<file path="config.mk">
export PLATFORM = sky130hd
export DESIGN_NAME = inv_sequencer
export DESIGN_NICKNAME = d
export VERILOG_FILES = /design/src/inv_pkg.sv /design/src/inv_sequencer.sv
export VERILOG_INCLUDE_DIRS = /design/src
export SDC_FILE = /design/constraint.sdc
export NUM_CORES = 1
export LEC_CHECK = 0
export BUFFER_PORTS_ARGS = -buffer_cell sky130_fd_sc_hd__buf_4
export CORE_MARGIN = 1.5
export CORE_UTILIZATION = 53
export DETAILED_ROUTE_END_ITERATION = 8
export MAX_ROUTING_LAYER = met4
export PLACE_DENSITY = 0.84
export SLEW_MARGIN = 20
export SYNTH_ARGS = -nofsm -noshare
export SYNTH_HDL_FRONTEND = slang
export SYNTH_SLANG_ARGS = --single-unit
</file>
<file path="constraint.sdc">
create_clock -name i -period 2.2 [get_ports i]
set_clock_uncertainty 0.05 [all_clocks]
set_input_delay 0.44 -clock i [delete_from_list [all_inputs] [get_ports i]]
set_output_delay 0.44 -clock i [all_outputs]
set_load 0.005 [all_outputs]
</file>
<file path="src/inv_defines.svh">
// --------------------------------------------------------------------------
// matrix inverse parameters for number format and step schedule
// --------------------------------------------------------------------------
`ifndef INV_DEFINES_SVH
`define INV_DEFINES_SVH

`define INV_W          16
`define INV_FRAC       8
`define INV_CNT_W      7
`define INV_SQRT_CYC   12
`define INV_LATENCY    80

// schedule in counter steps
`define INV_SQRT_GO0   1
`define INV_SQRT_GO1   17
`define INV_SQRT_GO2   33
`define INV_LT_FIRST   47
`define INV_GRAM_FIRST 54
`define INV_FIN_FIRST  63

`endif
</file>
<file path="src/inv_pkg.sv">
// --------------------------------------------------------------------------
// matrix inverse types and the shared fixed-point product
// --------------------------------------------------------------------------
`include "inv_defines.svh"

package inv_pkg;

	typedef logic signed [`INV_W-1:0] elem_t;
	typedef logic signed [31:0] wide_t;
	typedef logic [`INV_CNT_W-1:0] step_t;

	// row index first
	typedef elem_t [2:0][2:0] mat_t;

	typedef struct packed {
		elem_t l00;
		elem_t l10;
		elem_t l11;
		elem_t l20;
		elem_t l21;
		elem_t l22;
	} tri_t;

	typedef struct packed {
		elem_t [2:0] dividend;
		elem_t       divisor;
	} div_req_t;

	typedef struct packed {
		elem_t [2:0] a;
		elem_t [2:0] b;
	} mul_req_t;

	typedef elem_t [2:0] mul_res_t;

	typedef enum logic [2:0] {
		ph_idle,
		ph_chol,
		ph_ltinv,
		ph_gram,
		ph_finish
	} phase_t;

	// full product, then back to q7.8 by arithmetic shift
	function automatic elem_t fx_mul(elem_t a, elem_t b);
		wide_t p;
		p = wide_t'(a) * wide_t'(b);
		return elem_t'(p >>> `INV_FRAC);
	endfunction

endpackage

</file>
<file path="src/inv_sequencer.sv">
// --------------------------------------------------------------------------
// matrix inverse control, one step counter that fixes the whole schedule
// --------------------------------------------------------------------------
`timescale 1ns/1ps
`include "inv_defines.svh"

module inv_sequencer (
	input  logic            i,
	input  logic            arst_n,
	input  logic            start,
	output inv_pkg::phase_t phase,
	output inv_pkg::step_t  step,
	output logic            en_chol,
	output logic            en_lt,
	output logic            en_gram,
	output logic            sqrt_go,
	output logic            busy,
	output logic            done
);
	import inv_pkg::*;

	logic accept;
	logic last_step;

	assign busy = (phase != ph_idle);
	// a start while busy is dropped
	assign accept = start & ~busy;
	assign last_step = (step == step_t'(`INV_LATENCY - 1));

	always_ff @(posedge i or negedge arst_n) begin
		if (!arst_n) begin
			phase <= ph_idle;
			step <= '0;
			done <= 1'b0;
		end else begin
			done <= 1'b0;
			if (accept) begin
				// the start cycle itself is step 0
				phase <= ph_chol;
				step <= step_t'(1);
			end else if (busy) begin
				step <= step + step_t'(1);
				if (last_step) begin
					phase <= ph_idle;
					step <= '0;
					done <= 1'b1;
				end else if (step == step_t'(`INV_LT_FIRST - 1)) begin
					phase <= ph_ltinv;
				end else if (step == step_t'(`INV_GRAM_FIRST - 1)) begin
					phase <= ph_gram;
				end else if (step == step_t'(`INV_FIN_FIRST - 1)) begin
					phase <= ph_finish;
				end
			end
		end
	end

	// cholesky also sees the start cycle so it can latch the matrix
	assign en_chol = accept | (phase == ph_chol);
	assign en_lt = (phase == ph_ltinv);
	assign en_gram = (phase == ph_gram);

	// one root per diagonal term
	assign sqrt_go = (phase == ph_chol) &&
		((step == step_t'(`INV_SQRT_GO0)) ||
		(step == step_t'(`INV_SQRT_GO1)) ||
		(step == step_t'(`INV_SQRT_GO2)));

endmodule

</file>
==> flow_metrics.py <==
metrics = {
    "outcome": {
        "status": "completed",
    },
    "logic_synthesis": {
        "synth-edff-count": 0,
        "syn-cell-area_um2": 693.2,
        "synthesis.instances": 76,
        "async_flop_share_pct": 100.0,
        "synth_nets": 82,
        "yosys_warnings": 0,
        "synth.top_cell.area_share_pct": 39.71,
        "yosysSeqAreaShare_pct": 39.71,
        "synth.distinct_cells": 33,
        "synthFlopType": "dfrtp_1",
        "yosys-top-cells-area": "dfrtp_1, ha_1, nand2_1, o21ai_1, nor2_8",
        "synth_top_area_cell": "dfrtp_1",
        "synth_seq_cells": 11,
        "syn_area_per_cell_um2": 9.121,
    },
    "worst_hold_path": {
        "hp-class": "in -> reg",
    },
    "floorplan": {
        "initial_core_util_pct": 59.96,
        "ios": 19,
        "rows": 12,
        "die_h_um": 39.17,
        "die_w_um": 39.17,
        "core_area_um2": 1156,
        "die-area_um2": 1534,
    },
    "pwr": {
        "power.density_nw_per_um2": 1282,
        "clock_power_share_pct": 12.6,
        "pwr-share-comb_pct": 46.9,
        "p_seq_share_pct": 40.5,
        "p_switching_w": 0.0004812,
        "p_leak_nw": 0.4238,
        "switching_share_pct": 43.28,
        "irDropWorstVdd_v": 0.0007780,
        "internal_power_w": 0.0006307,
    },
    "detailed_routing": {
        "avgViaCountPerCell": 6.182,
        "via_count": 680,
        "drt_pre_antenna_iters": 5,
        "wirelength_um": 1646,
        "drtIter0Drc": 47,
        "wl_per_cell_um": 14.96,
        "ant_nets": 0,
        "drcViolationCount": 0,
    },
    "setup_path": {
        "slowest_delay_ps": 460,
        "end_kind": "primary output",
        "critPathTopFamily": "flip-flops",
        "path_buf_inv": 2,
        "critPathKind": "reg -> out",
        "worstPathCellList": "inv_1 > ha_1 > nor2b_1 > and4_1 > buf_4",
        "critical_path.startpoint_type": "flip-flop",
        "crit_fanout": 7,
        "arrival_ps": 1450,
        "crit_slowest_cell": "dfrtp_1",
        "cp_data_required_time_ps": 1710,
    },
    "global_routing": {
        "grt_use_met3_pct": 4.046,
        "track_usage_pct": 27.14,
        "use_met1_pct": 35.25,
        "grt_antenna_before_repair": 0,
        "grt.busiest_layer": "met2",
        "grt_pass1_wl_um": 2656,
        "first_global_vias": 565,
        "grt_overflow": 0,
        "grt_max_degree": 12,
        "use_met2_pct": 40.00,
    },
    "clocking": {
        "postCtsSetupRepairBufs": 0,
        "clockRootBuffer": "clkbuf_4",
        "cts_made_buffers": 3,
        "clkTransAtPathRegs_ps": 70,
        "h-tree-depth": 1,
        "cts_tree": "done",
        "clk_latency_ps": 270,
        "cts_sinks": 11,
        "cts.path.max_buffers": 2,
    },
    "sta": {
        "rsz0062_at_grt": "false",
        "max_slew_margin_pct": 73.42,
        "fmax_ghz": 0.5157,
        "finalCritPeriodShare_pct": 88.14,
        "min_period_ps": 1939,
        "setup_viol": 0,
        "worstMarginPinSlew_ps": 397.3,
        "slew_violations": 0,
        "setup_tns_ps": 0,
        "hold_violations": 0,
    },
    "placement": {
        "hpwl_um": 1176,
        "gp_congestion": 0.8646,
        "io_buffers": 18,
    },
    "finish": {
        "layout_common_cells": "buf_4, dfrtp_1, nand2_1, o21ai_1",
        "final_common_cell": "buf_4",
        "antennaDiodeCount": 0,
        "syn2layout_area_growth_pct": 25.09,
        "layout-drive-gt1-share_pct": 28.13,
        "layout.nets": 103,
        "final_util_pct": 75.00,
    },
    "job": {
        "drv_cap": 0,
    },
}
[worst paths after layout]
check / slack (ps) / to / cells past startpoint / start
setup / recovery: 260 / sqrt_go / 5 / step[1]
hold / removal: 430 / step[0] / 3 / start
setup reg to reg: 460 / step[5] / 5 / step[0]
hold reg to reg: 580 / step[6] / 2 / step[6]
max in group asynchronous: 1470 / step[1] / 2 / arst_n
min in group asynchronous: 480 / step[6] / 2 / arst_n
[worst min-delay path: cells and delay by family]
family          cells  cell delay (ps)
buf+inv             1              130
compound gates      2              140
[power by group through the flow]
stage	sequential (W)	combinational [W]	clock, W
after floorplan	0.000377	0.000359	0
after global placement	0.000440	0.000511	0
after detailed placement	0.000445	0.000520	0
after CTS	0.000442	0.000525	0.000143
after global routing	0.000466	0.000588	0.000154
final	0.000450	0.000521	0.000140
[final cells by class]
cell class / count / area (µm²)
fill: 89 / 289.0
multi-input combinational: 57 / 381.6
inverter: 5 / 21.27
tap: 14 / 17.52
clock buffer: 4 / 26.28
timing repair buffer: 19 / 145.1
sequential: 11 / 275.3
[kinds of logic (layout without fill, tap and decap cells)]
group,Yosys count,in the layout,share of synthesized area (%)
adder cells (fa/ha/maj),3,3,5.416
AND/OR/NAND/NOR,34,34,31.41
buffers and inverters,8,28,5.234
AO/OA/AOI/OAI,20,20,18.23
flip-flops,11,11,39.71
[synthesized netlist by cell type, types with 2 or more instances]
| cell type | number |
|---|---|
| o31ai_1 | 2 |
| inv_1 | 4 |
| nand2_1 | 7 |
| o21ai_0 | 4 |
| a21oi_1 | 3 |
| nand4_1 | 2 |
| buf_2 | 3 |
| ha_1 | 3 |
| nand3_1 | 3 |
| nor2_1 | 4 |
| nor3_1 | 2 |
| nor2b_1 | 3 |
| dfrtp_1 | 11 |
| o21ai_1 | 5 |
| and3_1 | 2 |
[sequential cells by signal, indices dropped and copies added, names as in the netlist]
name,flops
step,7
phase,3
done,1
[per-layer routing]
layer / vias to the layer above / wire length (µm)
met5: - / 0
met4: 0 / 25
met3: 8 / 126
met2: 48 / 795
met1: 303 / 699
li1: 321 / -
[metrics by stage]
| step | power [W] | std cells | area (µm²) | hold WS (ps) | worst slack (ps) |
|---|---|---|---|---|---|
| 6_report | 0.001112 | 110 | 867.1 | 432.1 | 260.9 |
| 5_1_grt | 0.001208 | 110 | 867.1 | 457.0 | 143.3 |
| 4_1_cts | 0.001110 | 110 | 867.1 | 423.8 | 247.2 |
| 3_5_place_dp | 0.0009647 | 105 | 830.8 | 231.9 | 485.8 |
| 3_3_place_gp | 0.0009511 | 105 | 830.8 | 231.0 | 499.7 |
| 2_1_floorplan | 0.0007360 | 76 | 693.2 | 94.41 | 665.7 |
[repair_timing]
item	4_1_cts	5_1_grt
resized for setup	0	0
endpoints found under the hold margin	11	0
hold buffers	1	0
(Power assumes the default switching activity.)
