## src/inv_defines.svh

```systemverilog
// --------------------------------------------------------------------------
// matrix inverse parameters for number format and step schedule
// --------------------------------------------------------------------------
`ifndef INV_DEFINES_SVH
`define INV_DEFINES_SVH

`define INV_W          16
`define INV_FRAC       8
`define INV_CNT_W      7
`define INV_SQRT_CYC   12
`define INV_LATENCY    80

// schedule in counter steps
`define INV_SQRT_GO0   1
`define INV_SQRT_GO1   17
`define INV_SQRT_GO2   33
`define INV_LT_FIRST   47
`define INV_GRAM_FIRST 54
`define INV_FIN_FIRST  63

`endif
```

## src/inv_pkg.sv

```systemverilog
// --------------------------------------------------------------------------
// matrix inverse types and the shared fixed-point product
// --------------------------------------------------------------------------
`include "inv_defines.svh"

package inv_pkg;

	typedef logic signed [`INV_W-1:0] elem_t;
	typedef logic signed [31:0] wide_t;
	typedef logic [`INV_CNT_W-1:0] step_t;

	// row index first
	typedef elem_t [2:0][2:0] mat_t;

	typedef struct packed {
		elem_t l00;
		elem_t l10;
		elem_t l11;
		elem_t l20;
		elem_t l21;
		elem_t l22;
	} tri_t;

	typedef struct packed {
		elem_t [2:0] dividend;
		elem_t       divisor;
	} div_req_t;

	typedef struct packed {
		elem_t [2:0] a;
		elem_t [2:0] b;
	} mul_req_t;

	typedef elem_t [2:0] mul_res_t;

	typedef enum logic [2:0] {
		ph_idle,
		ph_chol,
		ph_ltinv,
		ph_gram,
		ph_finish
	} phase_t;

	// full product, then back to q7.8 by arithmetic shift
	function automatic elem_t fx_mul(elem_t a, elem_t b);
		wide_t p;
		p = wide_t'(a) * wide_t'(b);
		return elem_t'(p >>> `INV_FRAC);
	endfunction

endpackage

```

## src/gram_product.sv

```systemverilog
// --------------------------------------------------------------------------
// final product of the transposed inverse triangle with itself
// --------------------------------------------------------------------------
`timescale 1ns/1ps
`include "inv_defines.svh"

module gram_product (
	input  logic           i,
	input  logic           arst_n,
	input  logic           en,
	input  inv_pkg::step_t step,
	input  inv_pkg::tri_t  lt_inv,
	output inv_pkg::mat_t  inverse
);
	import inv_pkg::*;

	step_t g;
	logic [1:0] row;
	logic [1:0] k;
	mat_t m;
	elem_t [2:0] acc;
	elem_t [2:0] acc_next;

	assign g = step - step_t'(`INV_GRAM_FIRST);

	always_comb begin
		m = '0;
		m[0][0] = lt_inv.l00;
		m[1][0] = lt_inv.l10;
		m[1][1] = lt_inv.l11;
		m[2][0] = lt_inv.l20;
		m[2][1] = lt_inv.l21;
		m[2][2] = lt_inv.l22;
	end

	// three steps per output row, k walks the rows of m
	always_comb begin
		row = 2'd0;
		k = 2'(g);
		if (g >= step_t'(6)) begin
			row = 2'd2;
			k = 2'(g - step_t'(6));
		end else if (g >= step_t'(3)) begin
			row = 2'd1;
			k = 2'(g - step_t'(3));
		end
	end

	always_comb begin
		for (int j = 0; j < 3; j++) begin
			acc_next[j] = fx_mul(m[k][row], m[k][j]);
			if (k != 2'd0)
				acc_next[j] = acc_next[j] + acc[j];
		end
	end

	always_ff @(posedge i) begin
		if (en)
			acc <= acc_next;
	end

	always_ff @(posedge i or negedge arst_n) begin
		if (!arst_n) begin
			inverse <= '0;
		end else if (en && k == 2'd2) begin
			// upper half of the row, mirrored into the column
			for (int j = 0; j < 3; j++) begin
				if (j >= row) begin
					inverse[row][j] <= acc_next[j];
					inverse[j][row] <= acc_next[j];
				end
			end
		end
	end

endmodule

```

## config.mk

```make
export PLATFORM = sky130hd
export DESIGN_NAME = gram_product
export DESIGN_NICKNAME = d
export VERILOG_FILES = /design/src/inv_pkg.sv /design/src/gram_product.sv
export VERILOG_INCLUDE_DIRS = /design/src
export SDC_FILE = /design/constraint.sdc
export NUM_CORES = 2
export LEC_CHECK = 0
export BUFFER_PORTS_ARGS = -buffer_cell sky130_fd_sc_hd__buf_2
export CORE_MARGIN = 2
export CORE_UTILIZATION = 45
export CTS_CLUSTER_SIZE = 10
export DETAILED_ROUTE_END_ITERATION = 12
export SYNTH_ARGS = -nofsm -noshare
export SYNTH_HDL_FRONTEND = slang
export SYNTH_SLANG_ARGS = --single-unit
```

## constraint.sdc

```tcl
create_clock -name i -period 4.4 [get_ports i]
set_input_delay 0.88 -clock i [delete_from_list [all_inputs] [get_ports i]]
set_output_delay 0.88 -clock i [all_outputs]
set_load 0.05 [all_outputs]
```

==> flow_metrics.py <==
metrics = {
    "run_status": {
        "outcome": "complete, but fails checks",
        "violations": "negative setup slack",
    },
    "setup_path": {
        "cp_num_buf_inv": 9,
        "worstSetupStartpointType": "input port",
        "critical_path_class": "in2reg",
        "crit_path_end_kind": "register",
        "crit_family": "adder cells",
        "crit_arrival_ns": 10.12,
        "cp.required_ns": 4.59,
        "crit_fanout": 7,
        "cpPeakStageDelay_ns": 0.54,
        "slowest_stage": "fa_1",
    },
    "drt": {
        "drc": 0,
        "ant_nets": 0,
        "drt_iter0_markers": 2320,
        "wire_per_inst_um": 19.7,
        "via_per_inst": 5.15,
        "drt_first_pass_iters": 6,
        "vias": 29251,
        "finalWirelength_um": 112000,
    },
    "global_routing": {
        "grt_start_max_net_pins": 87,
        "grt_pass1_wl_um": 175000,
        "antenna_found_initial": 2,
        "grt_usage_pct": 30.4,
        "grt_pass1_vias": 30230,
        "overflow": 0,
    },
    "floorplan": {
        "die_area_um2": 75000,
        "io_pins": 250,
        "start_util_pct": 45.6,
        "die_h_um": 274,
        "core_um2": 71900,
        "row_count": 98,
        "dieWidth_um": 274,
    },
    "synth": {
        "yosysSeqAreaShare_pct": 15.3,
        "yosysWarnings": 0,
        "synthArstFlopShare_pct": 74.9,
        "postSynthNetCount": 4654,
        "synth_edf_count": 48,
        "synth_seq_cells": 191,
        "synthDistinctLibCells": 79,
        "synth_ff_type": "dfrtp_1",
        "syn_avg_cell_area_um2": 8.79,
        "postSynthCellCount": 3727,
        "synth_area_um2": 32800,
    },
    "pwr": {
        "leakage_nw": 23.2,
        "powerDensity_nw_per_um2": 499,
        "ir_worst_vdd_v": 0.000880,
    },
    "sta": {
        "timing.final.crit_share_pct": 226,
        "slew_violations": 0,
        "finClkSkew_ns": 0.0187,
        "maxSlewHeadroom_pct": 27.5,
        "rsz0062_at_grt": "yes",
        "finalHoldViolations": 0,
        "setup_violations": 191,
        "worst_slack_ns": -5.53,
        "timing.fmax_mhz": 101,
        "post-route-min-period_ns": 9.93,
        "tightest_slew_ns": 1.07,
    },
    "cells_and_area": {
        "drive_gt1_share_pct": 33.7,
        "syn2layout_area_growth_pct": 36.7,
        "fillCellCount": 6284,
        "stdcell_count": 5675,
        "nets": 5637,
    },
    "place": {
        "dp.cells": 5501,
        "portBuffers": 249,
        "place.detailed.hpwl_um": 93800,
        "gp_congestion": 1.04,
        "pre_cts_ws_ns": -6.36,
    },
    "clocking": {
        "clock_sinks": 191,
        "htreeDepth": 4,
        "clk_latency_ns": 0.46,
        "clk_path_buf_depth": 2,
        "root_buffer": "clkbuf_16",
        "clkTransAtPathRegs_ns": 0.09,
        "cts_tree": "done",
        "numCtsBuffers": 17,
    },
    "flow_run": {
        "maxCapViolCount": 0,
    },
    "min_path": {
        "hold_path_class": "in2async",
    },
}
[final cells by class]
cell class / instances / area (µm²) / area share, %
Tap cell: 950 / 1190 / 2.65
Multi-Input combinational cell: 2625 / 26700 / 59.5
Clock buffer: 17 / 425 / 0.949
Antenna cell: 2 / 5.00 / 0.0112
Inverter: 754 / 2830 / 6.32
Clock inverter: 15 / 209 / 0.466
Sequential cell: 191 / 5020 / 11.2
Timing Repair Buffer: 1121 / 8450 / 18.9
[power breakdown]
group | leakage (nW) | internal (mW) | switching, mW | total, mW
registers | 2.43 | 2.58 | 0.252 | 2.83
logic | 20.5 | 8.66 | 9.25 | 17.9
clock network | 0.306 | 0.794 | 0.837 | 1.63
total | 23.2 | 12.0 | 10.3 | 22.4
[timing repair]
action                     4_1_cts  5_1_grt
gates cloned                     1        0
buffers inserted                91       56
setup endpoints to repair      191      191
pin swaps                      131      128
hold buffers                     0        0
gates resized for setup        292      187
[flip-flops by register name, indices dropped and copies added, names as in the netlist, named ones only]
name     count
acc         48
inverse    142
[worst reg2reg max path, delay by kind of cell (launching register included)]
family          cells  cell delay [ns]
compound gates     10             1.86
fa+ha+maj           2             0.68
flops               1             0.37
buf+inv             1             0.17
xor+xnor            1             0.16
simple gates        1             0.07
[final timing paths]
path	startpoint	to	slack (ns)	cells after the start
worst max register to register	acc[32]	inverse[94]	1.02	15
worst min register to register	inverse[24]	inverse[24]	0.47	1
worst max-delay path	step[1]	acc[15]	-5.53	44
max in group asynchronous	arst_n	inverse[45]	3.06	2
worst min-delay path	arst_n	inverse[14]	0.45	1
min in group i	inverse[24]	inverse[24]	0.47	1
[Yosys cell counts, types with 18 or more instances]
cell	instances	area, µm²
a21o_1	81	608
a21oi_1	97	485
a22oi_1	18	135
and2_1	23	144
clkbuf_1	132	495
dfrtp_1	143	3580
edfxtp_1	48	1440
fa_1	561	11200
ha_1	260	3250
inv_1	754	2830
mux2_2	29	327
nand2_1	507	1900
nand2b_1	28	175
nand3_1	57	285
nor2_1	461	1730
nor2b_1	24	150
nor3_1	19	95.1
o21a_1	31	233
o21ai_0	53	265
xnor2_1	94	823
xor2_1	46	403
[logic make-up after synthesis]
| kind of cell | count (synthesis) | synth area share [%] |
|---|---|---|
| AOI/OAI and AO/OA | 441 | 9.44 |
| muxes | 43 | 1.42 |
| buffers and inverters | 911 | 10.6 |
| adders and majority gates | 821 | 44.2 |
| xor gates and xnor gates | 148 | 4.28 |
| DFF | 191 | 15.3 |
| and+or+nand+nor | 1172 | 14.8 |
[through the flow]
stage / instance area (µm²) / TNS [ns] / utilization, % / hold slack, ns / power [mW]
finish: 44800 / -876.66 / 62.4 / 0.447 / 22.4
global route: 44800 / -943.83 / 62.4 / 0.492 / 24.1
CTS: 43500 / -852.98 / 60.5 / 0.478 / 21.0
detailed placement: 40900 / -1004.19 / 56.9 / 0.456 / 17.4
global placement: 40900 / -996.51 / 56.9 / 0.452 / 17.3
floorplan: 33400 / -879.57 / - / 0.584 / 11.4
[cell usage in the layout, fill, tap and decap left out, types with 25 or more instances in the layout]
| master | synthesis | routed |
|---|---|---|
| nand2_2 | 0 | 31 |
| nand2_1 | 507 | 470 |
| buf_12 | 0 | 35 |
| inv_1 | 754 | 734 |
| a21oi_1 | 97 | 30 |
| nor2_1 | 461 | 422 |
| o21ai_1 | 12 | 27 |
| ha_4 | 0 | 38 |
| fa_1 | 561 | 549 |
| buf_4 | 5 | 784 |
| xnor2_1 | 94 | 76 |
| nand3_1 | 57 | 49 |
| dfrtp_1 | 143 | 143 |
| nor2_2 | 0 | 29 |
| edfxtp_1 | 48 | 48 |
| o21a_1 | 31 | 31 |
| a21oi_2 | 2 | 52 |
| a21o_1 | 81 | 78 |
| buf_2 | 10 | 248 |
| buf_6 | 1 | 50 |
| nand2b_1 | 28 | 25 |
| xor2_1 | 46 | 33 |
| ha_1 | 260 | 215 |
[per-layer routing]
| layer | wire [µm] | global-route usage, % |
|---|---|---|
| met1 | 49300 | 44.1 |
| met2 | 48600 | 46.2 |
| met3 | 10200 | 6.17 |
| met4 | 3690 | 8.82 |
| met5 | 0 | 0 |
Power figures use the tool's default switching activity.
