===== src/inv_defines.svh =====
// --------------------------------------------------------------------------
// matrix inverse parameters for number format and step schedule
// --------------------------------------------------------------------------
`ifndef INV_DEFINES_SVH
`define INV_DEFINES_SVH

`define INV_W          16
`define INV_FRAC       8
`define INV_CNT_W      7
`define INV_SQRT_CYC   12
`define INV_LATENCY    80

// schedule in counter steps
`define INV_SQRT_GO0   1
`define INV_SQRT_GO1   17
`define INV_SQRT_GO2   33
`define INV_LT_FIRST   47
`define INV_GRAM_FIRST 54
`define INV_FIN_FIRST  63

`endif

===== src/inv_pkg.sv =====
// --------------------------------------------------------------------------
// matrix inverse types and the shared fixed-point product
// --------------------------------------------------------------------------
`include "inv_defines.svh"

package inv_pkg;

	typedef logic signed [`INV_W-1:0] elem_t;
	typedef logic signed [31:0] wide_t;
	typedef logic [`INV_CNT_W-1:0] step_t;

	// row index first
	typedef elem_t [2:0][2:0] mat_t;

	typedef struct packed {
		elem_t l00;
		elem_t l10;
		elem_t l11;
		elem_t l20;
		elem_t l21;
		elem_t l22;
	} tri_t;

	typedef struct packed {
		elem_t [2:0] dividend;
		elem_t       divisor;
	} div_req_t;

	typedef struct packed {
		elem_t [2:0] a;
		elem_t [2:0] b;
	} mul_req_t;

	typedef elem_t [2:0] mul_res_t;

	typedef enum logic [2:0] {
		ph_idle,
		ph_chol,
		ph_ltinv,
		ph_gram,
		ph_finish
	} phase_t;

	// full product, then back to q7.8 by arithmetic shift
	function automatic elem_t fx_mul(elem_t a, elem_t b);
		wide_t p;
		p = wide_t'(a) * wide_t'(b);
		return elem_t'(p >>> `INV_FRAC);
	endfunction

endpackage


===== src/lt_inverse_unit.sv =====
// --------------------------------------------------------------------------
// lower-triangular inverse of L by forward substitution
// --------------------------------------------------------------------------
`timescale 1ns/1ps
`include "inv_defines.svh"

module lt_inverse_unit (
	input  logic                 i,
	input  logic                 arst_n,
	input  logic                 en,
	input  inv_pkg::step_t       step,
	input  inv_pkg::tri_t        lt,
	output inv_pkg::div_req_t    div_req,
	output inv_pkg::mul_req_t    mul_req,
	input  inv_pkg::mul_res_t    mul_res,
	input  inv_pkg::elem_t [2:0] quot,
	output inv_pkg::tri_t        lt_inv
);
	import inv_pkg::*;

	// 1.0 in q7.8
	localparam elem_t one = elem_t'(1 << `INV_FRAC);

	step_t off;
	elem_t t0;
	elem_t t1;
	elem_t t2;

	assign off = step - step_t'(`INV_LT_FIRST);

	always_comb begin
		div_req = '0;
		mul_req = '0;
		if (en) begin
			case (off)
				step_t'(0): begin
					div_req.dividend[0] = one;
					div_req.divisor = lt.l00;
				end
				step_t'(1): begin
					div_req.dividend[0] = one;
					div_req.divisor = lt.l11;
				end
				step_t'(2): begin
					div_req.dividend[0] = one;
					div_req.divisor = lt.l22;
				end
				step_t'(3): begin
					// l10*m00, l21*m11, l20*m00
					mul_req.a = {lt.l20, lt.l21, lt.l10};
					mul_req.b = {lt_inv.l00, lt_inv.l11, lt_inv.l00};
				end
				step_t'(4): begin
					mul_req.a = {elem_t'(0), t1, t0};
					mul_req.b = {elem_t'(0), lt_inv.l22, lt_inv.l11};
				end
				step_t'(5): begin
					mul_req.a[0] = lt.l21;
					mul_req.b[0] = lt_inv.l10;
				end
				step_t'(6): begin
					mul_req.a[0] = t2;
					mul_req.b[0] = lt_inv.l22;
				end
				default: ;
			endcase
		end
	end

	always_ff @(posedge i) begin
		if (en) begin
			if (off == step_t'(3)) begin
				t0 <= mul_res[0];
				t1 <= mul_res[1];
				t2 <= mul_res[2];
			end
			// l20*m00 + l21*m10
			if (off == step_t'(5))
				t2 <= t2 + mul_res[0];
		end
	end

	always_ff @(posedge i or negedge arst_n) begin
		if (!arst_n) begin
			lt_inv <= '0;
		end else if (en) begin
			case (off)
				step_t'(1): lt_inv.l00 <= quot[0];
				step_t'(2): lt_inv.l11 <= quot[0];
				step_t'(3): lt_inv.l22 <= quot[0];
				step_t'(4): begin
					lt_inv.l10 <= -mul_res[0];
					lt_inv.l21 <= -mul_res[1];
				end
				step_t'(6): lt_inv.l20 <= -mul_res[0];
				default: ;
			endcase
		end
	end

endmodule


===== config.mk =====
export PLATFORM = sky130hd
export DESIGN_NAME = lt_inverse_unit
export DESIGN_NICKNAME = d
export VERILOG_FILES = /design/src/inv_pkg.sv /design/src/lt_inverse_unit.sv
export VERILOG_INCLUDE_DIRS = /design/src
export SDC_FILE = /design/constraint.sdc
export NUM_CORES = 1
export LEC_CHECK = 0
export BUFFER_PORTS_ARGS = -buffer_cell sky130_fd_sc_hd__buf_2
export CAP_MARGIN = 5
export CORE_AREA = 2 2 177 179
export CTS_BUF_LIST = sky130_fd_sc_hd__clkbuf_4 sky130_fd_sc_hd__clkbuf_8
export CTS_CLUSTER_SIZE = 16
export DETAILED_ROUTE_END_ITERATION = 10
export DIE_AREA = 0 0 179 181
export SLEW_MARGIN = 20
export SYNTH_ARGS = -nofsm -noshare
export SYNTH_HDL_FRONTEND = slang
export SYNTH_SLANG_ARGS = --single-unit

===== constraint.sdc =====
create_clock -name i -period 5.5 [get_ports i]
set_input_delay 0.275 -clock i [delete_from_list [all_inputs] [get_ports i]]
set_output_delay 0.275 -clock i [all_outputs]
set_load 0.005 [all_outputs]

==> key figures, run 1 <==
Worst setup path
  – Crit path DAT: 2500 ps
  – Critical setup path kind: input port to output pin
  – Crit end category: output pin
  – R2R cell count: 6
  – FF-to-FF setup slack: 3180 ps
  – CP Max Fanout: 16
  – Worst EP required: 5220 ps
  – Startpoint Class: input port
  – R2R Path Start: t2[1]
  – Setup crit start: step[2]
  – Worst Setup EP: mul_req[14]
  – Reg2reg end: t2[13]

Die
  – Num ports: 458
  – Core area: 0.0303 sq mm
  – Die X: 179 um
  – Initial Utilization: 28.0%
  – Rows: 64
  – Chip height: 181 um
  – Die footprint: 0.0324 sq mm

Synthesis
  – Register area share after synthesis: 45.3%
  – Post-synthesis simple-gate area fraction: 14.2%
  – Synth Area in Compound Gates: 17.2%
  – Syn Std Cell Area: 0.00849 sq mm
  – Average cell area after synthesis: 10.2 sq um
  – Asr flop ratio synth: 66.7%
  – Adder-cell area share of the yosys netlist: 2.74%
  – #FFs+latches synth: 144
  – Cells after synthesis: 835
  – Xor and xnor area share after synthesis: 3.82%
  – Main combinational cell family by area after synthesis: compound AO/OA/AOI/OAI gates
  – Mux cell area share after synthesis: 9.33%
  – Top_reg_cell synth: dfrtp_1
  – Distinct cells, synth: 57
  – EDFF count, synth: 48
  – YS warnings: 0

Drt
  – First-pass detailed-route iteration total: 7
  – Routed WL: 31.1 mm
  – Initial drt markers: 595
  – Detail Route Antenna Nets: 0
  – Routed wire per std cell: 19.5 um
  – Via count: 7846
  – Vias per inst: 4.92
  – Detailed-route DRC error count: 0

Clocking
  – CTS clk-pin slew, worst paths: 90 ps
  – Hold_buf cts: 3
  – Clk root buf: clkbuf_8
  – H-tree depth: 4
  – # Post-CTS Setup Buffers: 0
  – CTS buffer count: 17
  – Clk sinks: 144
  – Longest Clk Path Bufs: 2
  – CTS tree: done
  – Worst-skew pair later-pin latency: 450 ps
  – Post-cts sizing count: 0

Global route
  – First-pass GRT wire length: 45.9 mm
  – Initial antenna violation count: 3
  – Global Route Usage Sum: 18.8%
  – Vias in the first global route: 7699
  – Largest net degree at the start of global routing: 113
  – Total grt overflow: 0

Timing
  – Final period util: 50.5%
  – Fin crit period: 2780 ps
  – Final WS setup: 2720 ps
  – Final Max Tran Viols: 0
  – RSZ-0062 raised after global routing: false
  – Max Freq: 360 MHz
  – Skew final: 20.0 ps
  – Final hold viol count: 0
  – TNS Setup: 0 ps
  – Max-slew headroom: 26.0%
  – Actual slew at the worst max-slew pin: 1110 ps
  – Setup violators final: 0

Power
  – VDD IR max: 0.144 mV
  – Pleak: 5.31 nW
  – Tot Pwr: 2.38 mW
  – Pwr per Cell Area: 217 mW/mm^2

Place
  – Post-Place Worst Slack: 2540 ps
  – RD Place Congestion: 0.888
  – IO Port Bufs: 378
  – Detailed Place HPWL: 23.2 mm
  – Placed cell areas: 0.0105 sq mm

Layout
  – Share of layout cells above drive strength 1: 41.2%
  – Syn-to-layout area delta: 28.8%
  – Util after Layout: 36.0%
  – Final instance area: 0.0109 sq mm
  – Fillers: 3108
  – # nets final: 1403

Min path
  – Worst Hold Class: input port to register

Run status
  – Status: complete, no violations

Flow run
  – Max_cap viols: 0
synth_stat cells, types with 5 or more instances:
master	instances	share of area, %
and2_1	39	2.9
nor2_1	11	0.49
nand2b_1	9	0.66
xnor2_1	14	1.4
inv_1	14	0.62
nand4_1	5	0.37
dfrtp_1	96	28
buf_2	8	0.47
xor2_1	23	2.4
a22oi_1	16	1.4
a21o_1	6	0.53
nand3_1	8	0.47
a21oi_1	58	3.4
clkbuf_1	46	2.0
ha_1	17	2.5
o211ai_1	7	0.62
mux2i_1	6	0.71
nor2b_1	5	0.37
a222oi_1	32	3.8
nand2_1	113	5.0
o21ai_0	38	2.2
nor3_1	15	0.88
buf_4	48	4.2
edfxtp_1	48	17
a22o_1	32	3.3
and3_1	5	0.37
mux2_2	65	8.6
nor4_1	6	0.44
metrics by stage:
step,std cells,hold slack [ps]
3_5_place_dp,1557,336
4_1_cts,1592,25.6
2_1_floorplan,881,-20.6
5_1_grt,1593,22.7
6_report,1594,57.4
3_3_place_gp,1557,332
routing by layer:
metal / vias to the layer above / wire, um / global-route usage [%]
met1: 3786 / 12900 / 22.8
met2: 350 / 15600 / 33.4
met5: - / 11 / 0
li1: 3678 / - / -
met3: 30 / 1880 / 3.66
met4: 2 / 718 / 5.63
state kept, by name, summed over array words and instances, names as in the netlist:
signal / flops
lt_inv: 96
t0: 16
t1: 16
t2: 16
final cells by class:
type                            instances  area (sq um)  area share [%]
Antenna cell                            2          5.00          0.0458
Clock buffer                           17           234            2.14
Clock inverter                         15           124            1.13
Inverter                               14          52.6           0.481
Multi-Input combinational cell        620          4200            38.4
Sequential cell                       144          3840            35.2
Tap cell                              396           495            4.53
Timing Repair Buffer                  386          1970            18.1
report_power, final:
group	internal [mW]	switching [mW]
sequential	1.17	0.0565
clock	0.327	0.489
combinational	0.156	0.180
kinds of logic (layout without fill, tap and decap cells):
| family | after synthesis | after routing |
|---|---|---|
| other | 1 | 49 |
| XOR/XNOR | 37 | 37 |
| AO/OA/AOI/OAI | 209 | 209 |
| flip-flops | 144 | 144 |
| adder cells (fa/ha/maj) | 18 | 18 |
| AND/OR/NAND/NOR | 238 | 238 |
| buffers and inverters | 117 | 432 |
| multiplexers | 71 | 71 |
how the worst min path moves through the flow:
stage	from	endpoint	slack, ps	depth (start not counted)
2_1_floorplan	arst_n	lt_inv[0]	-20	0
3_5_place_dp	arst_n	lt_inv[21]	340	1
3_3_place_gp	arst_n	lt_inv[21]	330	1
4_1_cts	mul_res[28]	t1[12]	30	1
5_1_grt	mul_res[25]	t1[9]	20	1
6_report	mul_res[28]	t1[12]	60	1
worst max-delay path: stages:
cell and delay, ps:
buf_2 150, nor3b_2 450, and2_1 690, buf_4 410, a222oi_1 140, a21oi_1 220
buf_2 140
layout by cell type (no fill, tap or decap), types with 38 or more instances in the layout:
cell type and n:
nand2_1 113, a21oi_1 58, and2_1 40, conb_1 47
o21ai_0 38, mux2_2 65, dfrtp_1 96, edfxtp_1 48
buf_2 377
No activity file was read; power rests on OpenSTA's default activity.
==> run 2, diff against run 1 <==
--- a/config.mk
+++ b/config.mk
@@ -6,13 +6,13 @@
 export SDC_FILE = /design/constraint.sdc
 export NUM_CORES = 1
 export LEC_CHECK = 0
+export ABC_AREA = 1
 export BUFFER_PORTS_ARGS = -buffer_cell sky130_fd_sc_hd__buf_2
 export CAP_MARGIN = 5
-export CORE_AREA = 2 2 177 179
+export CORE_UTILIZATION = 30
 export CTS_BUF_LIST = sky130_fd_sc_hd__clkbuf_4 sky130_fd_sc_hd__clkbuf_8
 export CTS_CLUSTER_SIZE = 16
 export DETAILED_ROUTE_END_ITERATION = 10
-export DIE_AREA = 0 0 179 181
 export SLEW_MARGIN = 20
 export SYNTH_ARGS = -nofsm -noshare
 export SYNTH_HDL_FRONTEND = slang
==> constraint.sdc (replaced) <==
create_clock -name i -period 2.7 [get_ports i]
set_input_delay 0.135 -clock i [delete_from_list [all_inputs] [get_ports i]]
set_output_delay 0.135 -clock i [all_outputs]
set_load 0.005 [all_outputs]
==> run 2 against run 1 <==
  * Final area rose by 17%
  * Sequential power grew 110%
  * Via count is 34% higher
  * Worst setup slack got worse by 2400 ps
  * Utilization rose by 4.7 points
  * Global-route usage grew 4.6 points
  * Combinational power rose to 2.7 times the previous value
  * Highest routed layer unchanged
==> key figures, run 2 <==
Min path
  – Hold Startpoint: mul_res[3]
  – Endpoint, Worst Hold: t0[3]
  – Hold Crit Depth: 1 (unchanged)
  – Worst Hold Class: input port to register

Layout
  – Commonest non-fill, non-tap cells in the layout: nand2_1, buf_2, nand3_1
  – Leading cell type in the layout, fill and taps excluded: nand2_1
  – Share of layout cells above drive strength 1: 25.0% (-16 points)
  – Register Area: 0.00384 sq mm (unchanged)
  – Fillers: 3386 (+8.9%)
  – Syn-to-layout area delta: 33.6%
  – Reg with most FFs: lt_inv
  – # nets final: 2016 (+44%)
  – Multi-input gate area: 0.00469 sq mm (+12%)
  – Largest register FFs: 96 (unchanged)

Synthesis
  – #FFs+latches synth: 144 (unchanged)
  – Syn Std Cell Area: 0.00958 sq mm (+13%)
  – Average cell area after synthesis: 6.96 sq um (-32%)
  – Most frequent cells after synthesis: nand2_1, nand3_1, nor2_1
  – Register area share after synthesis: 40.1% (-5.2 points)
  – Top_reg_cell synth: dfrtp_1
  – Yosys top cell area share: 25.1% (-3.2 points)
  – Distinct cells, synth: 36 (-37%)
  – EDFF count, synth: 48 (unchanged)
  – Asr flop ratio synth: 66.7% (unchanged)
  – YS warnings: 0 (unchanged)
  – Cells after synthesis: 1377 (+65%)
  – Most common cell in the synthesized netlist: nand2_1
  – Area leader, netlist: dfrtp_1
  – Area contributors post-synth: dfrtp_1, nand2_1, edfxtp_1

Clocking
  – Clk sinks: 144 (unchanged)
  – CTS clk-pin slew, worst paths: 80 ps (about the same)
  – CTS tree: done
  – # Post-CTS Setup Buffers: 0 (unchanged)
  – Longest Clk Path Bufs: 2 (unchanged)
  – H-tree depth: 4 (unchanged)
  – CTS buffer count: 17 (unchanged)
  – Clk root buf: clkbuf_8
  – Worst-skew pair later-pin latency: 460 ps (about the same)
  – Post-cts sizing count: 0 (unchanged)

Timing
  – Final WS setup: 304 ps (-2420 ps)
  – Fin crit period: 2400 ps
  – TNS Setup: 0 ps (unchanged)
  – Max-slew headroom: 52.6% (+27 points)
  – Setup violators final: 0 (unchanged)
  – Max Freq: 417 MHz
  – Actual slew at the worst max-slew pin: 709 ps (-400 ps)
  – Final hold viol count: 0 (unchanged)
  – RSZ-0062 raised after global routing: false
  – Final Max Tran Viols: 0 (unchanged)
  – Final period util: 88.7%
  – Skew final: 18.3 ps (-1.63 ps)

Global route
  – Global Route Usage Sum: 23.5% (+4.6 points)
  – First-pass GRT wire length: 58.9 mm (+28%)
  – Vias in the first global route: 10132 (+32%)
  – Total grt overflow: 0 (unchanged)
  – Initial antenna violation count: 3 (unchanged)
  – Largest net degree at the start of global routing: 56 (-50%)

Place
  – RD Place Congestion: 0.947 (+6.7%)
  – Post-Place Worst Slack: 335 ps (-2200 ps)
  – IO Port Bufs: 378 (unchanged)
  – Detailed Place HPWL: 29.1 mm (+25%)

Worst setup path
  – Crit-path cells: buf_2 -> nand2_2 -> nor2_2 -> nor2_1 -> nor2_8 -> buf_12 -> nand2_1 -> o21ai_1 -> nor2_1 -> nor2_1 -> buf_2
  – CP max-delay cell: nand2_1
  – Largest stage delay on the critical path: 440 ps (-250 ps)
  – Reg2reg end: t2[12]
  – Crit end category: output pin
  – Worst EP required: 2570 ps (-2650 ps)
  – Crit path DAT: 2260 ps (-240 ps)
  – Critical setup path kind: input port to output pin
  – CP most frequent cell: nor2_1
  – R2R cell count: 9 (+3)
  – FF-to-FF setup slack: 620 ps (-2560 ps)
  – R2R Path Start: t2[0]
  – Startpoint Class: input port
  – CP Max Fanout: 29 (+13)

Die
  – Num ports: 458 (unchanged)
  – Die footprint: 0.0327 sq mm (+0.83%)
  – Chip height: 181 um (-0.14%)
  – Rows: 65 (+1.6%)
  – Core area: 0.0315 sq mm (+3.7%)
  – Initial Utilization: 30.5% (+2.5 points)
  – Die X: 181 um (+0.97%)

Drt
  – First-pass detailed-route iteration total: 5 (-2)
  – Detailed-route DRC error count: 0 (unchanged)
  – Detail Route Antenna Nets: 0 (unchanged)
  – Initial drt markers: 700 (+18%)
  – Vias per inst: 4.77 (-3.2%)
  – Via count: 10549 (+34%)
  – Routed wire per std cell: 17.3 um (-11%)
  – Routed WL: 38.4 mm (+23%)

Run status
  – Status: complete, no violations

Power
  – Pwr per Cell Area: 411 mW/mm^2 (+89%)
  – Tot Pwr: 5.26 mW (+120%)
  – VDD IR max: 0.264 mV (+83%)
  – Pleak: 7.17 nW (+35%)

Flow run
  – Max_cap viols: 0 (unchanged)
==> run 2: worst max-delay path, delay by kind of cell <==
kind                   cells  cell delay, ps
and+or+nand+nor            7            1340
buffers and inverters      3             480
AOI/OAI and AO/OA          1             280
==> run 2: worst max-delay path by stage <==
stage / startpoint / endpoint / slack, ps / cells after the start
6_report: step[0] / mul_req[1] / 300 / 11
5_1_grt: step[0] / mul_req[6] / 70 / 11
4_1_cts: step[0] / mul_req[1] / 330 / 11
3_5_place_dp: step[6] / mul_req[1] / 340 / 10
3_3_place_gp: step[6] / mul_req[1] / 390 / 10
2_1_floorplan: step[1] / t2[0] / 740 / 7
==> run 2: kinds of logic after synthesis <==
kind of cell	after synthesis	share of synthesized area, %
adders and majority gates	18	2.43
and+or+nand+nor	781	34.3
AOI/OAI and AO/OA	140	7.48
xor gates and xnor gates	31	2.83
buffers and inverters	262	12.8
DFF	144	40.1
other	1	0.0391
==> run 2: metrics by stage <==
step                hold slack (ps)  cell area [sq um]  std cells  utilization [%]
CTS                            1.05              12800       2210             40.6
global route                   11.6              12800       2212             40.7
floorplan                      -161               9760       1423                -
detailed placement              223              11800       2115             37.4
finish                         53.2              12800       2213             40.7
global placement                219              11800       2115             37.4
==> run 2: metal layers <==
layer / routed length, um / GRT usage [%] / vias up
li1: - / - / 5137
met1: 15600 / 27.7 / 4951
met2: 19400 / 42.1 / 405
met3: 2530 / 5.85 / 54
met4: 817 / 6.02 / 2
met5: 11 / 0 / -
==> run 2: final cells by class <==
| class | instances | share of cell area, % |
|---|---|---|
| Inverter | 148 | 4.34 |
| Multi-Input combinational cell | 1017 | 36.6 |
| Antenna cell | 2 | 0.0391 |
| Timing Repair Buffer | 468 | 21.9 |
| Clock inverter | 13 | 1.15 |
| Clock buffer | 19 | 1.99 |
| Tap cell | 402 | 3.93 |
| Sequential cell | 144 | 30.0 |
==> run 2: power breakdown <==
group	leakage [nW]	internal (mW)	switching, mW
sequential	1.74	2.39	0.134
combinational	5.23	0.387	0.530
clock	0.204	0.877	0.950
==> run 2: timing repair <==
action                                  4_1_cts  5_1_grt
hold buffers                                 63        1
hold endpoints to repair                    149        1
endpoints found under the setup margin        0        0
