File: config.mk
export PLATFORM = sky130hd
export DESIGN_NAME = chol_unit
export DESIGN_NICKNAME = d
export VERILOG_FILES = /design/src/inv_pkg.sv /design/src/chol_unit.sv /design/src/isqrt_unit.sv
export VERILOG_INCLUDE_DIRS = /design/src
export SDC_FILE = /design/constraint.sdc
export NUM_CORES = 1
export LEC_CHECK = 0
export BUFFER_PORTS_ARGS = -buffer_cell sky130_fd_sc_hd__buf_2
export CAP_MARGIN = 20
export CORE_AREA = 2 2 196 198
export DETAILED_ROUTE_END_ITERATION = 12
export DIE_AREA = 0 0 198 200
export GPL_ROUTABILITY_DRIVEN = 0
export SYNTH_ARGS = -nofsm -noshare
export SYNTH_HDL_FRONTEND = slang
export SYNTH_SLANG_ARGS = --single-unit
File: constraint.sdc
create_clock -name i -period 3.55 [get_ports i]
set_clock_uncertainty 0.2 [all_clocks]
set_input_delay 0.355 -clock i [delete_from_list [all_inputs] [get_ports i]]
set_output_delay 0.355 -clock i [all_outputs]
set_load 0.005 [all_outputs]
File: src/inv_defines.svh
// --------------------------------------------------------------------------
// matrix inverse parameters for number format and step schedule
// --------------------------------------------------------------------------
`ifndef INV_DEFINES_SVH
`define INV_DEFINES_SVH

`define INV_W          16
`define INV_FRAC       8
`define INV_CNT_W      7
`define INV_SQRT_CYC   12
`define INV_LATENCY    80

// schedule in counter steps
`define INV_SQRT_GO0   1
`define INV_SQRT_GO1   17
`define INV_SQRT_GO2   33
`define INV_LT_FIRST   47
`define INV_GRAM_FIRST 54
`define INV_FIN_FIRST  63

`endif
File: src/inv_pkg.sv
// --------------------------------------------------------------------------
// matrix inverse types and the shared fixed-point product
// --------------------------------------------------------------------------
`include "inv_defines.svh"

package inv_pkg;

	typedef logic signed [`INV_W-1:0] elem_t;
	typedef logic signed [31:0] wide_t;
	typedef logic [`INV_CNT_W-1:0] step_t;

	// row index first
	typedef elem_t [2:0][2:0] mat_t;

	typedef struct packed {
		elem_t l00;
		elem_t l10;
		elem_t l11;
		elem_t l20;
		elem_t l21;
		elem_t l22;
	} tri_t;

	typedef struct packed {
		elem_t [2:0] dividend;
		elem_t       divisor;
	} div_req_t;

	typedef struct packed {
		elem_t [2:0] a;
		elem_t [2:0] b;
	} mul_req_t;

	typedef elem_t [2:0] mul_res_t;

	typedef enum logic [2:0] {
		ph_idle,
		ph_chol,
		ph_ltinv,
		ph_gram,
		ph_finish
	} phase_t;

	// full product, then back to q7.8 by arithmetic shift
	function automatic elem_t fx_mul(elem_t a, elem_t b);
		wide_t p;
		p = wide_t'(a) * wide_t'(b);
		return elem_t'(p >>> `INV_FRAC);
	endfunction

endpackage

File: src/chol_unit.sv
// --------------------------------------------------------------------------
// cholesky factoriser, builds L column by column on the shared arrays
// --------------------------------------------------------------------------
`timescale 1ns/1ps
`include "inv_defines.svh"

module chol_unit (
	input  logic                 i,
	input  logic                 arst_n,
	input  logic                 en,
	input  logic                 sqrt_go,
	input  inv_pkg::step_t       step,
	input  inv_pkg::mat_t        matrix,
	output inv_pkg::div_req_t    div_req,
	output inv_pkg::mul_req_t    mul_req,
	input  inv_pkg::mul_res_t    mul_res,
	input  inv_pkg::elem_t [2:0] quot,
	output inv_pkg::tri_t        lt
);
	import inv_pkg::*;

	// divides follow a root by two steps, quotients one step later
	localparam step_t s_div0 = step_t'(`INV_SQRT_GO0 + `INV_SQRT_CYC + 2);
	localparam step_t s_div1 = step_t'(`INV_SQRT_GO1 + `INV_SQRT_CYC + 2);
	localparam step_t s_q0 = s_div0 + step_t'(1);
	localparam step_t s_q1 = s_div1 + step_t'(1);

	mat_t a;
	// a21 - l20*l10
	elem_t t21;
	// a22 - l20^2
	elem_t t22;
	elem_t rad;
	wide_t radicand;
	elem_t root;
	logic sqrt_done;

	isqrt_unit u_sqrt (
		.i        (i),
		.arst_n   (arst_n),
		.go       (sqrt_go),
		.radicand (radicand),
		.root     (root),
		.done     (sqrt_done)
	);

	assign radicand = wide_t'(rad);

	always_comb begin
		div_req = '0;
		mul_req = '0;
		rad = '0;
		if (en) begin
			case (step)
				step_t'(`INV_SQRT_GO0): rad = a[0][0];
				s_div0: begin
					div_req.dividend[0] = a[1][0];
					div_req.dividend[1] = a[2][0];
					div_req.divisor = lt.l00;
				end
				step_t'(`INV_SQRT_GO1): begin
					// l10^2, l20*l10, l20^2
					mul_req.a = {lt.l20, lt.l20, lt.l10};
					mul_req.b = {lt.l20, lt.l10, lt.l10};
					rad = a[1][1] - mul_res[0];
				end
				s_div1: begin
					div_req.dividend[0] = t21;
					div_req.divisor = lt.l11;
				end
				step_t'(`INV_SQRT_GO2): begin
					mul_req.a[0] = lt.l21;
					mul_req.b[0] = lt.l21;
					rad = t22 - mul_res[0];
				end
				default: ;
			endcase
		end
	end

	// step 0 is the start cycle
	always_ff @(posedge i) begin
		if (en) begin
			if (step == '0)
				a <= matrix;
			if (step == step_t'(`INV_SQRT_GO1)) begin
				t21 <= a[2][1] - mul_res[1];
				t22 <= a[2][2] - mul_res[2];
			end
		end
	end

	always_ff @(posedge i or negedge arst_n) begin
		if (!arst_n) begin
			lt <= '0;
		end else if (en) begin
			if (sqrt_done) begin
				// which diagonal by where the root was started
				if (step < step_t'(`INV_SQRT_GO1))
					lt.l00 <= root;
				else if (step < step_t'(`INV_SQRT_GO2))
					lt.l11 <= root;
				else
					lt.l22 <= root;
			end
			if (step == s_q0) begin
				lt.l10 <= quot[0];
				lt.l20 <= quot[1];
			end
			if (step == s_q1)
				lt.l21 <= quot[0];
		end
	end

endmodule

File: src/isqrt_unit.sv
// --------------------------------------------------------------------------
// bit-serial q7.8 square root, one result bit per cycle
// --------------------------------------------------------------------------
`timescale 1ns/1ps
`include "inv_defines.svh"

module isqrt_unit (
	input  logic           i,
	input  logic           arst_n,
	input  logic           go,
	input  inv_pkg::wide_t radicand,
	output inv_pkg::elem_t root,
	output logic           done
);
	import inv_pkg::*;

	localparam int root_w = `INV_SQRT_CYC;
	localparam int op_w = 2 * `INV_SQRT_CYC;
	localparam int cnt_w = $clog2(`INV_SQRT_CYC + 1);

	logic [op_w-1:0] op;
	logic [root_w+2:0] rem;
	logic [root_w+2:0] rem_sh;
	logic [root_w+2:0] trial;
	logic [root_w-1:0] q;
	logic [cnt_w-1:0] cnt;

	// next two radicand bits onto the remainder, trial is 4q+1
	assign rem_sh = {rem[root_w:0], op[op_w-1 -: 2]};
	assign trial = {1'b0, q, 2'b01};
	assign root = elem_t'(q);

	always_ff @(posedge i or negedge arst_n) begin
		if (!arst_n) begin
			op <= '0;
			rem <= '0;
			q <= '0;
			cnt <= '0;
			done <= 1'b0;
		end else begin
			done <= 1'b0;
			if (go) begin
				// radicand scaled by 2^8 so the root stays q7.8
				op <= {radicand[`INV_W-1:0], {`INV_FRAC{1'b0}}};
				rem <= '0;
				q <= '0;
				cnt <= cnt_w'(`INV_SQRT_CYC);
			end else if (cnt != '0) begin
				op <= op << 2;
				cnt <= cnt - 1'b1;
				if (rem_sh >= trial) begin
					rem <= rem_sh - trial;
					q <= {q[root_w-2:0], 1'b1};
				end else begin
					rem <= rem_sh;
					q <= {q[root_w-2:0], 1'b0};
				end
				if (cnt == cnt_w'(1))
					done <= 1'b1;
			end
		end
	end

endmodule

==> impl_metrics.tcl, run 1 <==
set metrics [dict create \
    vias 10680 \
    dieArea_mm2 0.03960 \
    clk_latency_ns 0.55 \
    arrival_ns 3.61 \
    synthArstFlopShare_pct 50.39 \
    synth.yosys.seq_area_share_pct 52.20 \
    dp_hpwl_mm 26.42 \
    dp_cells 2080 \
    crit_fanout 11 \
    ys_types 60 \
    netlist_instances 1189 \
    finalSetupViolCount 0 \
    cts_sinks 258 \
    drt_drc_violations_left 0 \
    root_buffer "clkbuf_16" \
    die_y_um 200 \
    crit_required_ns 3.78 \
    cts-buffers-inserted 29 \
    hold_viol_final 0 \
    areaGrowthSynthToFinish_pct 36.68 \
    num_rows 71 \
    p_per_area_mw_per_mm2 446.6 \
    antenna_found_initial 6 \
    slowest_stage "dlygate4sd3_1" \
    end_kind "flop" \
    status "finished clean" \
    avgViaCountPerCell 4.702 \
    cap_viol_max_count 0 \
    nets 2051 \
    clkSlewWorstSetupHoldPaths_ns 0.06 \
    grt_pass1_wl_mm 54.46 \
    io_buffers 410 \
    hold_path.class "input port to flop" \
    die_width_um 198 \
    ys.flop_type "dfrtp_1" \
    ys_warn_count 0 \
    finalCritPeriodShare_pct 94.98 \
    n_fill_cell 3389 \
    crit_type "input port to flop" \
    slowest_delay_ns 0.56 \
    synth_enable_flop_cells 128 \
    ant_nets 0 \
    irDropWorstVdd_v 0.0004051 \
    start_kind "input port" \
    slew_headroom_pct 59.44 \
    drive_above_1_share_pct 34.95 \
    cts.htree.levels 1 \
    grt-ovfl-total 0 \
    routed_wl_mm 36.00 \
    setup_tns_ns 0 \
    tightest_slew_ns 0.6000 \
    core_area_mm2 0.03740 \
    rsz0062_at_grt "no" \
    post-place-ws_ns -0.2993 \
    timing.fmax_mhz 296.6 \
    yosys.area.top_type_share_pct 28.27 \
    p_leak_uw 0.009200 \
    grt_pass1_vias 10390 \
    post_cts.repair.setup_buffers 0 \
    post-route-min-period_ns 3.372 \
    hold_depth 4 \
    floorplan.initialDensity_pct 36.35 \
    final-max-slew-violation-count 0 \
    synth.area.top_cells "edfxtp_1 28%, dfrtp_1 24%, mux2_2 7.0%" \
    wire_per_inst_um 15.85 \
    setup_ws_ns 0.1781 \
    crit_chain "dlygate4sd3_1 -> buf_2 -> nand2b_1 -> or3_1 -> buf_4 -> mux2_2 -> ha_1 -> nor2b_1 -> o2111ai_1 -> nand3_1 -> a211o_1 -> a21oi_2 -> mux2i_1 -> nand2_1" \
    drt_iter0_drc 649 \
    synth_seq_cells 258 \
    cts_tree "done" \
    grt_usage_pct 17.37 \
    pin_count 507 \
    first_pass_iters 4 \
    synth_area_mm2 0.01359 \
    grt_max_degree 83 \
    rr_worst_depth 10 \
    finalNonFillerCells 2271 \
    cts.path.max_buffers 3 \
    synth_top_area_cell "edfxtp_1" \
    avgSynthCellArea_um2 11.43 \
]
[synthesized netlist by cell type (all sizes together) (7+ instances only)]
master / n
o21ai: 59
nor2: 45
nand2b: 7
dfrtp: 130
a22o: 31
xor2: 14
xnor2: 31
o21a: 12
buf: 91
a21oi: 43
a221oi: 10
edfxtp: 128
mux2: 86
and2: 48
nand3: 19
ha: 62
clkbuf: 29
inv: 86
nor3: 21
or3: 9
nand2: 68
o31ai: 17
nor3b: 11
mux2i: 20
nor2b: 10
a21o: 31
[layout by cell type, fill, tap and decap left out, drive strengths merged, types with 6 or more instances in the layout]
cell and n:
edfxtp 128, nand2 68, nor3b 11, o21ai 59
dlygate4sd3 135, mux2 86, a221oi 10, a21o 31
mux2i 20, buf 469, xnor2 31, o31ai 17
nor2 45, nand2b 7, clkinv 8, dfrtp 130
nand3 19, ha 62, clkbuf 38, a21oi 43
xor2 14, inv 87, nor3 21, a22o 31
and3 6, or3 9, and2 48, conb 32
nor2b 10, bufinv 6, o21a 12
[state kept, by name (all words and copies together), names as in the netlist]
signal	count
u_sqrt.q	12
a	96
lt	84
u_sqrt.op	16
t22	16
u_sqrt.done	1
u_sqrt.cnt	4
t21	16
u_sqrt.rem	13
[kinds of logic (layout without fill, tap and decap cells)]
family / after synthesis / after routing / synth area share [%]
other: 1 / 35 / 0.02759
multiplexers: 106 / 106 / 8.596
AND/OR/NAND/NOR: 268 / 268 / 10.20
XOR/XNOR: 45 / 45 / 2.899
buffers and inverters: 206 / 743 / 7.998
AO/OA/AOI/OAI: 240 / 240 / 11.93
flip-flops: 258 / 258 / 52.20
adder cells (fa/ha/maj): 65 / 65 / 6.148
[power by group]
| group | total (uW) | switching, uW | internal [uW] |
|---|---|---|---|
| clock network | 3300 | 1210 | 2090 |
| logic | 1610 | 797 | 813 |
| registers | 3390 | 108 | 3280 |
| total | 8300 | 2110 | 6180 |
[through the flow]
stage / instance area, um2 / utilization, % / hold WS (ns) / total power [uW]
4_1_cts: 18570 / 49.66 / 0.02289 / 8390
2_1_floorplan: 13740 / - / -0.1406 / 4494
5_1_grt: 18580 / 49.67 / 0.06992 / 8721
6_report: 18580 / 49.68 / 0.05417 / 8297
3_5_place_dp: 16160 / 43.20 / 0.02943 / 4935
3_3_place_gp: 16160 / 43.20 / 0.02802 / 4906
[worst paths after layout]
| kind | start | end | slack [ns] |
|---|---|---|---|
| worst max-delay path | step[4] | u_sqrt.op[23] | 0.18 |
| worst min-delay path | mul_res[15] | u_sqrt.op[23] | 0.05 |
| worst max register to register | u_sqrt.q[0] | u_sqrt.rem[9] | 0.46 |
| worst min register to register | u_sqrt.op[12] | u_sqrt.op[12] | 0.29 |
| max in group asynchronous | arst_n | lt[53] | 2.02 |
| min in group asynchronous | arst_n | lt[91] | 0.20 |
[what timing repair did]
action                                  4_1_cts  5_1_grt
endpoints found under the setup margin        0        0
hold buffers                                135        0
gates resized for setup                       0        0
hold endpoints to repair                    279        0
[cell type report]
type | count | area, um2 | area share, %
diodes | 3 | 7.507 | 0.04040
multi-input cells | 756 | 5577 | 30.01
repair buffers | 604 | 3874 | 20.85
inverters | 86 | 322.8 | 1.737
well taps | 511 | 639.4 | 3.441
clock inverters | 15 | 222.7 | 1.199
flip-flops and latches | 258 | 7097 | 38.20
clock buffers | 38 | 840.8 | 4.525
[critical path: cells and delay by family]
kind / cells / cell delay [ns]
compound gates: 3 / 0.74
fa+ha+maj: 1 / 0.26
buf+inv: 3 / 0.89
mux: 2 / 0.49
simple gates: 5 / 0.86
[metal layers]
layer,global-route usage (%),routed length [um],vias to the layer above
met5,0,50,-
met4,6.433,1124,8
met3,3.394,1903,74
met2,28.63,16930,288
met1,22.80,15990,5047
li1,-,-,5261
No activity file was read; power rests on OpenSTA's default activity.
==> run 2: changes to the inputs <==
--- a/config.mk
+++ b/config.mk
@@ -8,9 +8,9 @@
 export LEC_CHECK = 0
 export BUFFER_PORTS_ARGS = -buffer_cell sky130_fd_sc_hd__buf_2
 export CAP_MARGIN = 20
-export CORE_AREA = 2 2 196 198
+export CORE_AREA = 2 2 195 197
 export DETAILED_ROUTE_END_ITERATION = 12
-export DIE_AREA = 0 0 198 200
+export DIE_AREA = 0 0 197 199
 export GPL_ROUTABILITY_DRIVEN = 0
 export SYNTH_ARGS = -nofsm -noshare
 export SYNTH_HDL_FRONTEND = slang
==> run 2 against run 1 <==
  * Power decreased by 0.15%
  * Routed wire length rose by 0.88%
  * Core utilization is 0.23 points higher
  * Non-clock buffer count decreased by 3
  * Worst setup slack better by 0.020 ns
  * First-iteration DRC count decreased by 19%
  * Die area fell by 1.0%
  * Sequential power about the same
  * Count of clock-buffer cells in the layout increased by 7
  * Critical endpoint is now u_sqrt.op[14]
  * Largest cell class unchanged
  * Largest power group unchanged
  * Highest routed layer unchanged
==> impl_metrics.tcl, run 2 (synthesized netlist as in run 1, its figures left out) <==
set metrics [dict create \
    post-route-min-period_ns 3.352 \
    cts_tree "done" \
    dp_hpwl_mm 26.66 \
    cts_sinks 258 \
    io_buffers 410 \
    floorplan.initialDensity_pct 36.61 \
    finalSetupViolCount 0 \
    arrival_ns 3.61 \
    p_per_area_mw_per_mm2 447.0 \
    cts.htree.levels 1 \
    final-max-slew-violation-count 0 \
    intPower_uw 6089 \
    drt_drc_violations_left 0 \
    cts-buffers-inserted 31 \
    swShare_pct 26.51 \
    hold_path.class "input port to flop" \
    die_width_um 197 \
    setup_tns_ns 0 \
    finalCritPeriodShare_pct 94.43 \
    post_cts.repair.setup_buffers 0 \
    timing.fmax_mhz 298.3 \
    routed_wl_mm 36.31 \
    power_frac_clock_pct 39.2 \
    p_leak_uw 0.009197 \
    grt_max_degree 97 \
    num_rows 71 \
    core_area_mm2 0.03713 \
    avgViaCountPerCell 4.780 \
    areaGrowthSynthToFinish_pct 36.33 \
    cap_viol_max_count 0 \
    grt-ovfl-total 0 \
    irDropWorstVdd_v 0.0004308 \
    finish.utilization_pct 49.91 \
    drive_above_1_share_pct 35.04 \
    power_uw 8285 \
    grt_pass1_wl_mm 54.90 \
    grt_usage_pct 17.76 \
    pin_count 507 \
    mostFrequentLayoutCells "409 x buf_2, 134 x dlygate4sd3_1, 130 x dfrtp_1, 128 x edfxtp_1, 86 x inv_1" \
    regMostFlops "a" \
    antenna_found_initial 5 \
    layout_commonest_cell "buf_2" \
    drt_iter0_drc 523 \
    p_sw_uw 2196 \
    rsz0062_at_grt "no" \
    cts.path.max_buffers 3 \
    clk_latency_ns 0.58 \
    placed_area_mm2 0.01611 \
    fin_area_mm2 0.01853 \
    hold_viol_final 0 \
    grt_pass1_vias 10440 \
    status "finished clean" \
    slew_headroom_pct 51.28 \
    end_kind "flop" \
    power_frac_comb_pct 19.8 \
    clkSlewWorstSetupHoldPaths_ns 0.06 \
    crit_required_ns 3.80 \
    wire_per_inst_um 16.25 \
    die_y_um 199 \
    largest_reg_flops 96 \
    root_buffer "clkbuf_16" \
    first_pass_iters 5 \
    start_kind "input port" \
    ant_nets 0 \
    nets 2050 \
    crit_fanout 12 \
    tightest_slew_ns 0.7308 \
    top_regs "a (96), lt (84)" \
    vias 10680 \
    crit_type "input port to flop" \
    dieArea_mm2 0.03920 \
    p_seq_share_pct 41.0 \
]
run 2: cell count changes in the layout (fill, tap and decap cells not counted), sizes merged:
| cell | delta |
|---|---|
| buf | -2 |
| bufinv | -3 |
| clkbuf | +7 |
| dlygate4sd3 | -1 |
run 2: routing by layer:
layer / up-vias / global-route usage, % / routed length [um]
li1: 5259 / - / -
met4: 4 / 4.316 / 824
met5: - / 0 / 30
met3: 57 / 3.459 / 1834
met1: 5076 / 23.79 / 16370
met2: 287 / 29.68 / 17250
run 2: power groups by stage:
| stage | combinational (uW) | sequential [uW] | clock, uW |
|---|---|---|---|
| detailed placement | 1510 | 3450 | 0 |
| finish | 1640 | 3390 | 3250 |
| floorplan | 1080 | 3420 | 0 |
| global route | 1830 | 3410 | 3450 |
| CTS | 1640 | 3390 | 3340 |
| global placement | 1480 | 3450 | 0 |
run 2: what timing repair did:
action                     4_1_cts  5_1_grt
resized for setup                0        1
hold buffers                   134        0
hold endpoints to repair       225        0
setup endpoints to repair        0        2
run 2: final timing paths:
path                       depth (start not counted)  slack [ns]        start       endpoint
hold / removal                                     4        0.03  mul_res[15]  u_sqrt.op[23]
min in group asynchronous                          2        0.19       arst_n  u_sqrt.rem[0]
setup reg to reg                                  10        0.34  u_sqrt.q[0]  u_sqrt.rem[8]
hold reg to reg                                    1        0.30        lt[2]          lt[2]
setup / recovery                                  15        0.20      step[4]  u_sqrt.op[14]
max in group asynchronous                          3        2.19       arst_n         lt[37]
run 2: area by class of cell:
cell class	count	area, um2
sequential	258	7097
antenna	3	7.507
fill	3352	18600
inverter	86	322.8
timing repair buffer	601	3865
multi-input combinational	756	5582
tap	474	593.1
clock buffer	45	908.4
clock inverter	12	157.7
run 2: stage by stage:
| stage | worst slack (ns) | instances | hold WS [ns] |
|---|---|---|---|
| after detailed placement | -0.3855 | 2041 | 0.2521 |
| after CTS | 0.1675 | 2232 | 0.001753 |
| after global routing | 0.02874 | 2234 | 0.02952 |
| after global placement | -0.3105 | 2041 | 0.2438 |
| final | 0.1976 | 2235 | 0.03277 |
| after floorplan | 0.009605 | 1220 | -0.1406 |
run 2: worst max-delay path: stages:
cell	delay [ns]
dlygate4sd3_1	0.57
buf_2	0.14
nand2b_1	0.18
or3_4	0.39
buf_12	0.17
mux2i_1	0.13
ha_1	0.20
fa_1	0.39
nor2b_1	0.17
o31a_1	0.19
o21a_1	0.14
nor2_2	0.05
xnor2_1	0.13
a221oi_1	0.28
o31ai_1	0.12
